## src/verilog/rip_pkg.sv

```systemverilog
package rip_pkg;

    // major opcodes
    localparam logic [6:0] op_lui    = 7'b0110111;
    localparam logic [6:0] op_auipc  = 7'b0010111;
    localparam logic [6:0] op_jal    = 7'b1101111;
    localparam logic [6:0] op_jalr   = 7'b1100111;
    localparam logic [6:0] op_branch = 7'b1100011;
    localparam logic [6:0] op_load   = 7'b0000011;
    localparam logic [6:0] op_store  = 7'b0100011;
    localparam logic [6:0] op_imm    = 7'b0010011;
    localparam logic [6:0] op_reg    = 7'b0110011;
    localparam logic [6:0] op_fence  = 7'b0001111;
    localparam logic [6:0] op_system = 7'b1110011;

    localparam logic [6:0] funct7_base   = 7'b0000000;
    localparam logic [6:0] funct7_alt    = 7'b0100000;
    localparam logic [6:0] funct7_muldiv = 7'b0000001;

    // funct12 of the privileged system words
    localparam logic [11:0] funct12_ecall  = 12'h000;
    localparam logic [11:0] funct12_ebreak = 12'h001;
    localparam logic [11:0] funct12_mret   = 12'h302;

    // pipeline control bits sit in the low end of inst_t
    localparam int inst_ctrl_bits = 4;

    typedef struct packed {
        logic lui, auipc, jal, jalr;
        logic beq, bne, blt, bge, bltu, bgeu;
        logic lb, lh, lw, lbu, lhu;
        logic sb, sh, sw;
        logic addi, slti, sltiu, xori, ori, andi;
        logic slli, srli, srai;
        logic add, sub, sll, slt, sltu;
        logic xor_op, srl, sra, or_op, and_op;
        logic fence, fence_i;
        logic ecall, ebreak, mret;
        logic csrrw, csrrs, csrrc, csrrwi, csrrsi, csrrci;
        logic mul, mulh, mulhsu, mulhu;
        logic div, divu, rem, remu;
        logic access_mem;
        logic update_reg;
        logic update_csr;
        logic update_pc;
    } inst_t;

    // register-form view of the instruction word
    typedef struct packed {
        logic [6:0] funct7;
        logic [4:0] rs2;
        logic [4:0] rs1;
        logic [2:0] funct3;
        logic [4:0] rd;
        logic [6:0] opcode;
    } r_view_t;

    // immediate-form view, imm12 doubles as the csr number
    typedef struct packed {
        logic [11:0] imm12;
        logic [4:0]  rs1_or_zimm;
        logic [2:0]  funct3;
        logic [4:0]  rd;
        logic [6:0]  opcode;
    } i_view_t;

    typedef union packed {
        r_view_t r_view;
        i_view_t i_view;
    } rip_inst_u;

    typedef struct packed {
        logic        valid;
        inst_t       inst;
        logic [4:0]  rd;
        logic [11:0] csr_num;
        logic [4:0]  csr_zimm;
        logic [31:0] pc;
        logic [31:0] op_a;
        logic [31:0] op_b;
        logic [31:0] store_data;
    } rip_ex_req_t;

endpackage

```

## src/verilog/rip_decode.sv

```systemverilog
`timescale 1ns/1ps

module rip_decode (
    input  logic               clk,
    input  logic               rst_n,
    input  logic               de_ready,
    input  logic               ex_stall,
    input  rip_pkg::rip_inst_u inst_code,
    output logic [4:0]         if_rs1_num,
    output logic [4:0]         if_rs2_num,
    output logic [4:0]         de_rd_num,
    output logic [4:0]         de_rs1_num,
    output logic [4:0]         de_rs2_num,
    output logic [11:0]        de_csr_num,
    output logic [4:0]         csr_zimm,
    output logic [31:0]        imm,
    output rip_pkg::inst_t     inst,
    output logic               de_valid
);
    import rip_pkg::*;

    logic [31:0] word;
    logic [6:0]  opcode;
    logic [2:0]  funct3;
    logic [6:0]  funct7;
    logic [11:0] imm12;

    logic is_branch, is_load, is_store, is_imm, is_reg, is_fence, is_system;
    logic f7_base, f7_alt, f7_md;
    logic r_form, i_form, s_form, b_form, u_form, j_form, csr_form, csr_i_form;

    logic [4:0]  rd_num_gated;
    logic [11:0] csr_num_gated;
    logic [31:0] imm_next;
    inst_t       inst_next;

    assign word   = inst_code;
    assign opcode = inst_code.r_view.opcode;
    assign funct3 = inst_code.r_view.funct3;
    assign funct7 = inst_code.r_view.funct7;
    assign imm12  = inst_code.i_view.imm12;

    assign is_branch = opcode == op_branch;
    assign is_load   = opcode == op_load;
    assign is_store  = opcode == op_store;
    assign is_imm    = opcode == op_imm;
    assign is_reg    = opcode == op_reg;
    assign is_fence  = opcode == op_fence;
    assign is_system = opcode == op_system;

    assign f7_base = funct7 == funct7_base;
    assign f7_alt  = funct7 == funct7_alt;
    assign f7_md   = funct7 == funct7_muldiv;

    // instruction form
    assign r_form     = is_reg;
    assign i_form     = is_imm || is_load || opcode == op_jalr;
    assign s_form     = is_store;
    assign b_form     = is_branch;
    assign u_form     = opcode == op_lui || opcode == op_auipc;
    assign j_form     = opcode == op_jal;
    assign csr_form   = is_system && funct3 != 3'b000 && !funct3[2];
    assign csr_i_form = is_system && funct3[2];

    // register numbers only where the form reads or writes them
    assign if_rs1_num = (de_ready && (r_form || i_form || s_form || b_form || csr_form)) ?
        inst_code.r_view.rs1 : 5'd0;
    assign if_rs2_num = (de_ready && (r_form || s_form || b_form)) ?
        inst_code.r_view.rs2 : 5'd0;
    assign rd_num_gated = (de_ready && (r_form || i_form || u_form || j_form ||
        csr_form || csr_i_form)) ? inst_code.r_view.rd : 5'd0;
    assign csr_num_gated = (de_ready && (csr_form || csr_i_form)) ? imm12 : 12'd0;

    always_comb begin
        imm_next = '0;
        if (i_form) begin
            // shift amount is unsigned
            if (is_imm && funct3[1:0] == 2'b01) begin
                imm_next = {27'b0, inst_code.r_view.rs2};
            end else begin
                imm_next = {{20{imm12[11]}}, imm12};
            end
        end else if (s_form) begin
            imm_next = {{20{word[31]}}, word[31:25], word[11:7]};
        end else if (b_form) begin
            imm_next = {{19{word[31]}}, word[31], word[7], word[30:25], word[11:8], 1'b0};
        end else if (u_form) begin
            imm_next = {word[31:12], 12'b0};
        end else if (j_form) begin
            imm_next = {{11{word[31]}}, word[31], word[19:12], word[20], word[30:21], 1'b0};
        end
    end

    always_comb begin
        inst_next = '0;
        inst_next.lui     = opcode == op_lui;
        inst_next.auipc   = opcode == op_auipc;
        inst_next.jal     = opcode == op_jal;
        inst_next.jalr    = opcode == op_jalr;
        inst_next.beq     = is_branch && funct3 == 3'b000;
        inst_next.bne     = is_branch && funct3 == 3'b001;
        inst_next.blt     = is_branch && funct3 == 3'b100;
        inst_next.bge     = is_branch && funct3 == 3'b101;
        inst_next.bltu    = is_branch && funct3 == 3'b110;
        inst_next.bgeu    = is_branch && funct3 == 3'b111;
        inst_next.lb      = is_load && funct3 == 3'b000;
        inst_next.lh      = is_load && funct3 == 3'b001;
        inst_next.lw      = is_load && funct3 == 3'b010;
        inst_next.lbu     = is_load && funct3 == 3'b100;
        inst_next.lhu     = is_load && funct3 == 3'b101;
        inst_next.sb      = is_store && funct3 == 3'b000;
        inst_next.sh      = is_store && funct3 == 3'b001;
        inst_next.sw      = is_store && funct3 == 3'b010;
        inst_next.addi    = is_imm && funct3 == 3'b000;
        inst_next.slti    = is_imm && funct3 == 3'b010;
        inst_next.sltiu   = is_imm && funct3 == 3'b011;
        inst_next.xori    = is_imm && funct3 == 3'b100;
        inst_next.ori     = is_imm && funct3 == 3'b110;
        inst_next.andi    = is_imm && funct3 == 3'b111;
        inst_next.slli    = is_imm && funct3 == 3'b001 && f7_base;
        inst_next.srli    = is_imm && funct3 == 3'b101 && f7_base;
        inst_next.srai    = is_imm && funct3 == 3'b101 && f7_alt;
        inst_next.add     = is_reg && funct3 == 3'b000 && f7_base;
        inst_next.sub     = is_reg && funct3 == 3'b000 && f7_alt;
        inst_next.sll     = is_reg && funct3 == 3'b001 && f7_base;
        inst_next.slt     = is_reg && funct3 == 3'b010 && f7_base;
        inst_next.sltu    = is_reg && funct3 == 3'b011 && f7_base;
        inst_next.xor_op  = is_reg && funct3 == 3'b100 && f7_base;
        inst_next.srl     = is_reg && funct3 == 3'b101 && f7_base;
        inst_next.sra     = is_reg && funct3 == 3'b101 && f7_alt;
        inst_next.or_op   = is_reg && funct3 == 3'b110 && f7_base;
        inst_next.and_op  = is_reg && funct3 == 3'b111 && f7_base;
        inst_next.fence   = is_fence && funct3 == 3'b000;
        inst_next.fence_i = is_fence && funct3 == 3'b001;
        inst_next.ecall   = is_system && funct3 == 3'b000 && imm12 == funct12_ecall;
        inst_next.ebreak  = is_system && funct3 == 3'b000 && imm12 == funct12_ebreak;
        inst_next.mret    = is_system && funct3 == 3'b000 && imm12 == funct12_mret;
        inst_next.csrrw   = is_system && funct3 == 3'b001;
        inst_next.csrrs   = is_system && funct3 == 3'b010;
        inst_next.csrrc   = is_system && funct3 == 3'b011;
        inst_next.csrrwi  = is_system && funct3 == 3'b101;
        inst_next.csrrsi  = is_system && funct3 == 3'b110;
        inst_next.csrrci  = is_system && funct3 == 3'b111;
        inst_next.mul     = is_reg && funct3 == 3'b000 && f7_md;
        inst_next.mulh    = is_reg && funct3 == 3'b001 && f7_md;
        inst_next.mulhsu  = is_reg && funct3 == 3'b010 && f7_md;
        inst_next.mulhu   = is_reg && funct3 == 3'b011 && f7_md;
        inst_next.div     = is_reg && funct3 == 3'b100 && f7_md;
        inst_next.divu    = is_reg && funct3 == 3'b101 && f7_md;
        inst_next.rem     = is_reg && funct3 == 3'b110 && f7_md;
        inst_next.remu    = is_reg && funct3 == 3'b111 && f7_md;

        inst_next.access_mem = is_load || is_store;
        inst_next.update_reg = rd_num_gated != 5'd0;
        inst_next.update_csr = is_system && funct3 != 3'b000;
        // trap entry and return
        inst_next.update_pc  = j_form || opcode == op_jalr || is_branch ||
            (is_system && funct3 == 3'b000);
    end

    always_ff @(posedge clk) begin
        if (!rst_n) begin
            de_rd_num  <= '0;
            de_rs1_num <= '0;
            de_rs2_num <= '0;
            de_csr_num <= '0;
            csr_zimm   <= '0;
            imm        <= '0;
            inst       <= '0;
            de_valid   <= 1'b0;
        end else if (de_ready) begin
            de_rd_num  <= rd_num_gated;
            de_rs1_num <= if_rs1_num;
            de_rs2_num <= if_rs2_num;
            de_csr_num <= csr_num_gated;
            csr_zimm   <= csr_i_form ? inst_code.i_view.rs1_or_zimm : 5'd0;
            imm        <= imm_next;
            inst       <= inst_next;
            de_valid   <= 1'b1;
        end else if (!ex_stall) begin
            // bubble
            de_rd_num  <= '0;
            de_rs1_num <= '0;
            de_rs2_num <= '0;
            de_csr_num <= '0;
            csr_zimm   <= '0;
            imm        <= '0;
            inst       <= '0;
            de_valid   <= 1'b0;
        end
    end

    assert property (@(posedge clk) disable iff (!rst_n)
        $onehot0(inst[$bits(inst_t)-1:inst_ctrl_bits]))
    else $error("more than one instruction flag set");

    assert property (@(posedge clk) disable iff (!rst_n)
        !de_ready && !ex_stall |=> !de_valid)
    else $error("de_valid survived a bubble cycle");

endmodule

```

## src/verilog/rip_front.sv

```systemverilog
`timescale 1ns/1ps

module rip_front (
    input  logic                 clk,
    input  logic                 rst_n,
    input  logic                 de_ready,
    input  logic                 ex_stall,
    input  logic [31:0]          inst_code,
    input  logic [31:0]          pc,
    input  logic                 wb_en,
    input  logic [4:0]           wb_rd,
    input  logic [31:0]          wb_data,
    output rip_pkg::rip_ex_req_t ex_req
);
    import rip_pkg::*;

    // early read numbers go straight to the register file
    logic [4:0]  if_rs1_num;
    logic [4:0]  if_rs2_num;
    logic [4:0]  de_rd_num;
    logic [11:0] de_csr_num;
    logic [4:0]  csr_zimm;
    logic [31:0] imm;
    inst_t       inst;
    logic        de_valid;
    logic [31:0] rs1_data;
    logic [31:0] rs2_data;

    rip_decode rip_decode_inst (
        .clk        (clk),
        .rst_n      (rst_n),
        .de_ready   (de_ready),
        .ex_stall   (ex_stall),
        .inst_code  (inst_code),
        .if_rs1_num (if_rs1_num),
        .if_rs2_num (if_rs2_num),
        .de_rd_num  (de_rd_num),
        .de_rs1_num (),
        .de_rs2_num (),
        .de_csr_num (de_csr_num),
        .csr_zimm   (csr_zimm),
        .imm        (imm),
        .inst       (inst),
        .de_valid   (de_valid)
    );

    rip_regfile rip_regfile_inst (
        .clk      (clk),
        .rst_n    (rst_n),
        .ex_stall (ex_stall),
        .rs1_num  (if_rs1_num),
        .rs2_num  (if_rs2_num),
        .wb_en    (wb_en),
        .wb_rd    (wb_rd),
        .wb_data  (wb_data),
        .rs1_data (rs1_data),
        .rs2_data (rs2_data)
    );

    rip_operand_sel rip_operand_sel_inst (
        .clk      (clk),
        .rst_n    (rst_n),
        .de_ready (de_ready),
        .ex_stall (ex_stall),
        .pc       (pc),
        .inst     (inst),
        .de_valid (de_valid),
        .rd       (de_rd_num),
        .csr_num  (de_csr_num),
        .csr_zimm (csr_zimm),
        .imm      (imm),
        .rs1_data (rs1_data),
        .rs2_data (rs2_data),
        .ex_req   (ex_req)
    );

endmodule

```

## src/verilog/rip_operand_sel.sv

```systemverilog
`timescale 1ns/1ps

module rip_operand_sel (
    input  logic                 clk,
    input  logic                 rst_n,
    input  logic                 de_ready,
    input  logic                 ex_stall,
    input  logic [31:0]          pc,
    input  rip_pkg::inst_t       inst,
    input  logic                 de_valid,
    input  logic [4:0]           rd,
    input  logic [11:0]          csr_num,
    input  logic [4:0]           csr_zimm,
    input  logic [31:0]          imm,
    input  logic [31:0]          rs1_data,
    input  logic [31:0]          rs2_data,
    output rip_pkg::rip_ex_req_t ex_req
);
    import rip_pkg::*;

    logic [31:0] pc_q;
    logic        r_form;
    logic        branch;
    logic        csr_imm_form;

    always_ff @(posedge clk) begin
        if (!rst_n) begin
            pc_q <= '0;
        end else if (de_ready) begin
            pc_q <= pc;
        end else if (!ex_stall) begin
            pc_q <= '0;
        end
    end

    assign r_form = inst.add || inst.sub || inst.sll || inst.slt || inst.sltu ||
        inst.xor_op || inst.srl || inst.sra || inst.or_op || inst.and_op ||
        inst.mul || inst.mulh || inst.mulhsu || inst.mulhu ||
        inst.div || inst.divu || inst.rem || inst.remu;
    assign branch = inst.beq || inst.bne || inst.blt || inst.bge || inst.bltu || inst.bgeu;
    assign csr_imm_form = inst.csrrwi || inst.csrrsi || inst.csrrci;

    always_comb begin
        ex_req            = '0;
        ex_req.valid      = de_valid;
        ex_req.inst       = inst;
        ex_req.rd         = rd;
        ex_req.csr_num    = csr_num;
        ex_req.csr_zimm   = csr_zimm;
        ex_req.pc         = pc_q;
        ex_req.store_data = rs2_data;

        // jalr target base stays rs1
        if (inst.auipc || inst.jal) begin
            ex_req.op_a = pc_q;
        end else if (inst.lui) begin
            ex_req.op_a = '0;
        end else if (csr_imm_form) begin
            ex_req.op_a = {27'b0, csr_zimm};
        end else begin
            ex_req.op_a = rs1_data;
        end

        if (r_form || branch) begin
            ex_req.op_b = rs2_data;
        end else if (inst.jal || inst.jalr) begin
            ex_req.op_b = 32'd4;
        end else begin
            ex_req.op_b = imm;
        end
    end

    assert property (@(posedge clk) disable iff (!rst_n)
        !ex_req.valid |-> ex_req.op_a == '0 && ex_req.op_b == '0)
    else $error("bubble carries nonzero operands");

endmodule

```

## src/verilog/rip_regfile.sv

```systemverilog
`timescale 1ns/1ps

module rip_regfile (
    input  logic        clk,
    input  logic        rst_n,
    input  logic        ex_stall,
    input  logic [4:0]  rs1_num,
    input  logic [4:0]  rs2_num,
    input  logic        wb_en,
    input  logic [4:0]  wb_rd,
    input  logic [31:0] wb_data,
    output logic [31:0] rs1_data,
    output logic [31:0] rs2_data
);

    // x0 has no storage
    logic [31:0] regs [1:31];

    // write-through on a same-edge writeback
    function automatic logic [31:0] read_port(input logic [4:0] num);
        if (num == 5'd0) begin
            return '0;
        end
        if (wb_en && wb_rd == num) begin
            return wb_data;
        end
        return regs[num];
    endfunction

    always_ff @(posedge clk) begin
        if (wb_en && wb_rd != 5'd0) begin
            regs[wb_rd] <= wb_data;
        end
    end

    always_ff @(posedge clk) begin
        if (!rst_n) begin
            rs1_data <= '0;
            rs2_data <= '0;
        end else if (!ex_stall) begin
            rs1_data <= read_port(rs1_num);
            rs2_data <= read_port(rs2_num);
        end
    end

    assert property (@(posedge clk) disable iff (!rst_n)
        !$past(ex_stall) |-> ($past(rs1_num) != 5'd0 || rs1_data == '0)
        && ($past(rs2_num) != 5'd0 || rs2_data == '0))
    else $error("read of x0 returned nonzero data");

endmodule
```

## config.mk

```make
export PLATFORM = sky130hd
export DESIGN_NAME = rip_front
export DESIGN_NICKNAME = d
export VERILOG_FILES = /design/src/verilog/rip_pkg.sv /design/src/verilog/rip_decode.sv /design/src/verilog/rip_front.sv /design/src/verilog/rip_operand_sel.sv /design/src/verilog/rip_regfile.sv
export SDC_FILE = /design/constraint.sdc
export NUM_CORES = 2
export LEC_CHECK = 0
export BUFFER_PORTS_ARGS = -buffer_cell sky130_fd_sc_hd__buf_4
export CAP_MARGIN = 10
export CORE_ASPECT_RATIO = 0.5
export CORE_MARGIN = 4
export CORE_UTILIZATION = 30
export CTS_BUF_LIST = sky130_fd_sc_hd__clkbuf_4
export CTS_CLUSTER_SIZE = 16
export DETAILED_ROUTE_END_ITERATION = 12
export PLACE_DENSITY_LB_ADDON = 0.12
export REMOVE_ABC_BUFFERS = 1
export SLEW_MARGIN = 5
export SYNTH_ARGS = -nofsm -noshare
export SYNTH_HDL_FRONTEND = slang
export SYNTH_SLANG_ARGS = --single-unit
```

## constraint.sdc

```tcl
create_clock -name clk -period 2.35 [get_ports clk]
set_input_delay 0.1175 -clock clk [delete_from_list [all_inputs] [get_ports clk]]
set_output_delay 0.1175 -clock clk [all_outputs]
set_load 0.005 [all_outputs]
```

==> results by group <==
Status
  • Outcome: complete, but fails checks
  • Violated checks: negative setup slack

Flow run
  • Max-Cap Viols: 0

Drt
  • Via-to-Cell Ratio: a little over 6
  • Post-route ant nets: 0
  • Initial DRC Count: 8927
  • Post-route DRC: 0
  • Initial DRT Pass Iterations: 9
  • Via count: between 50000 and 60000
  • Final WL: 330600 um
  • Routed length per placed instance: 36.44 um

Pwr
  • Switching Fraction: 0.2620
  • Int Power: 34.63 mW
  • Power share of the combinational group: 0.084
  • Leakage power: 27.89 nW
  • Switching power: 12.30 mW
  • Clock network power share: 0.416
  • Pwr Total: around 47 mW
  • Power per cell area: 607.7 nW/um2
  • Flop pwr share: 0.500
  • Peak supply drop: 0.0002920 V

Global route
  • Vias in the first global route: 52710
  • First-pass GRT wire length: 439900 um
  • Initial antenna violation count: 22
  • Total track usage: 0.3199
  • Total gr overflow: 0
  • Pin count of the biggest net entering global routing: 57

Die
  • Die ar.: just under 200000 um2
  • Starting density of the core: 0.3040
  • Height of the chip: 316.6 um
  • Chip Width: about 630 um
  • IO Pins: 317
  • Site Rows: 112
  • Core box area: between 150000 and 200000 um2

Clock tree
  • Clock root cell: clkbuf_4
  • Clk sink count: ~1200
  • Clk buf depth: 4
  • Clock-pin slew on the worst setup and hold paths: 0.07 ns
  • CTS tree: built
  • Number of buffers created by CTS: 309
  • Worst skew pair latency: 1.19 ns
  • CTS H-tree depth: 5

Critical path
  • CP Capture Type: output pin
  • WP buf/inv: 4
  • FF-to-FF Start: rip_regfile_inst.regs[11][29]$_DFFE_PP_
  • Worst path most repeated cell: buf_6
  • Largest stage delay, worst path: 0.36 ns
  • Worst Reg2Reg Path Length in Cells: 7
  • Crit-path slowest cell: dfxtp_4
  • CP cell instances: nor4_4 > nand4_1 > buf_6 > nor2_4 > buf_12 > buf_16 > nand3_4 > nand2_4 > buf_6
  • Worst Path Max Fanout: 8
  • R2R setup slack: 0.27 ns
  • Crit Path Class: reg2out
  • Stages on the worst setup path: 9
  • Critical Path AT: 2.93 ns
  • CP top delay family: simple AND/OR/NAND/NOR gates
  • FF-to-FF End: rip_regfile_inst.rs2_data[29]$_SDFFE_PN0N_
  • Critical path startpoint category: register
  • Critical Path RT: 2.23 ns

Timing
  • Final setup margin: -0.6985 ns
  • RSZ-0062 raised after global routing: true
  • Clock Skew: 0.08662 ns
  • Time the worst path needs with I/O delays and setup: 3.049 ns
  • Max Clk Rate: 328.0 MHz
  • WHS: 0.04707 ns
  • Final Max Slew Viols: 0
  • Hold Violations, Final: 0
  • Worst-margin pin slew: 1.262 ns
  • Slew margin rel.: 0.1562
  • Setup violators final: 67
  • Fin crit share: 1.297
  • Setup TNS: -38.63 ns

Placement
  • Port bufs: 316
  • GP Congestion: approximately 0.94
  • Detail Placement HPWL: 211100 um

Finish
  • Area grow syn2layout: 35.17%
  • Final net count: roughly 6400
  • Layout cells sized above 1: 0.2656
  • Most common cell after layout, fill and taps aside: edfxtp_1
  • Fillers: about 18000
  • Commonest cells after routing, fill and taps aside: 992 x edfxtp_1, 761 x buf_4, 742 x nand2_1, 471 x clkbuf_4, 421 x mux2i_1

Logic synthesis
  • Cells after Synth: 5125
  • Yosys cell types: 74
  • Yosys warns: 0
  • Mapped cell area: between 50000 and 60000 um2
  • Number of synthesized flops with an enable pin: 992
  • FFs w/ async S/R, synth: 0
  • Yosys reg bits: 1203
  • Syn avg cell area: ~11 um2
  • Top FF cell, synth: edfxtp_1
  • Sequential share of the synthesized area: 0.5953

Hold path
  • Hold Crit Class: in2reg
  • Cells on Worst Hold Path: 5
  • Hold Path Sink: rip_decode_inst.inst[25]$_SDFFE_PN0P_
  • Hold Startpoint: inst_code[4]
-- metrics by stage --
stage / area, um2 / setup slack (ns) / util / instances
after floorplan: 55220 / -17.74 / - / 4673
after global placement: 68730 / -0.6101 / 0.3658 / 8167
after detailed placement: 68730 / -0.5298 / 0.3658 / 8167
after CTS: 76760 / -0.8114 / 0.4085 / 9060
after global routing: 77200 / -0.8164 / 0.4108 / 9064
final: 77220 / -0.6985 / 0.4109 / 9072
-- layer usage --
metal  part of all wire  track usage  vias to the layer above
met5            0.00073            0                        -
met4              0.046       0.1332                        6
met3               0.13       0.1100                      797
met2               0.41       0.4550                     4420
met1               0.41       0.4414                    28010
li1                   -            -                    22310
-- synth_stat cells, types with 48 or more instances --
master      n  share of area
mux2i_1   421          0.074
o21ai_0   319          0.028
edfxtp_1  992           0.52
nor3_1     87         0.0076
dfxtp_1   211          0.074
a211oi_1   54         0.0071
nand2_1   777          0.051
a221oi_1  136          0.021
clkbuf_1  292          0.019
nor2_1    311          0.020
a21oi_1   347          0.030
mux2_2     48         0.0095
buf_2     107         0.0094
nand3_1   160          0.014
a22oi_1   198          0.026
-- cell families (layout without fill, tap and decap cells) --
group | after synthesis | count (layout) | share of synthesized area
other | 0 | 10 | 0
flip-flops | 1203 | 1203 | 0.5953
AO/OA/AOI/OAI | 1464 | 1464 | 0.1718
buffers and inverters | 468 | 1897 | 0.03454
multiplexers | 469 | 469 | 0.08322
AND/OR/NAND/NOR | 1517 | 1517 | 0.1145
XOR/XNOR | 4 | 4 | 0.0006132
-- power by group through the flow --
stage                     Sequential, mW  Clock [mW]  Combinational, mW
after floorplan                     23.9           0               1.06
after global placement              23.9           0               3.32
after detailed placement            23.9           0               3.33
after CTS                           23.4        19.7               3.80
after global routing                23.5        20.9               4.04
final                               23.4        19.5               3.96
-- state kept, by name (all words and copies together), names as in the netlist --
register                    cells
rip_decode_inst.de_valid        1
rip_decode_inst.de_csr_num     12
rip_decode_inst.csr_zimm        5
rip_decode_inst.inst           60
rip_regfile_inst.regs         992
rip_regfile_inst.rs2_data      32
rip_operand_sel_inst.pc_q      32
rip_regfile_inst.rs1_data      32
rip_decode_inst.de_rd_num       5
rip_decode_inst.imm            32
-- area by class of cell --
type                            instances  area, um2  area share
Clock inverter                         76      498.0    0.006449
Sequential cell                      1203      34050      0.4409
Tap cell                             2508       3138     0.04064
Multi-Input combinational cell       3454      22290      0.2886
Clock buffer                          471       3536     0.04579
Timing Repair Buffer                 1334      13620      0.1764
Antenna cell                           10      25.02   0.0003241
Inverter                               16      68.82   0.0008911
-- timing repair --
action	4_1_cts	5_1_grt
gates cloned	4	3
endpoints found under the setup margin	67	121
hold endpoints to repair	2027	100
pin swaps	19	35
gates resized for setup	113	104
setup buffers	11	5
hold buffers	331	6
-- worst max path at each step --
| stage | start | end | slack (ns) |
|---|---|---|---|
| after floorplan | inst_code[5] | rip_regfile_inst.rs2_data[30]$_SDFFE_PN0N_ | -17.74 |
| after global placement | inst_code[14] | rip_regfile_inst.rs1_data[30]$_SDFFE_PN0N_ | -0.61 |
| after detailed placement | inst_code[14] | rip_regfile_inst.rs1_data[30]$_SDFFE_PN0N_ | -0.53 |
| after CTS | rip_decode_inst.inst[11]$_SDFFE_PN0P_ | ex_req[57] | -0.81 |
| after global routing | rip_decode_inst.inst[28]$_SDFFE_PN0P_ | ex_req[34] | -0.82 |
| final | rip_decode_inst.inst[28]$_SDFFE_PN0P_ | ex_req[63] | -0.70 |
-- worst register-to-register path: cells and delay by family, from the launching register on --
family	cells	cell delay, ns
compound gates	4	1.04
buf+inv	1	0.16
simple gates	1	0.07
mux	1	0.28
flops	1	0.42
Note: power is estimated with default switching activity, not from simulation.
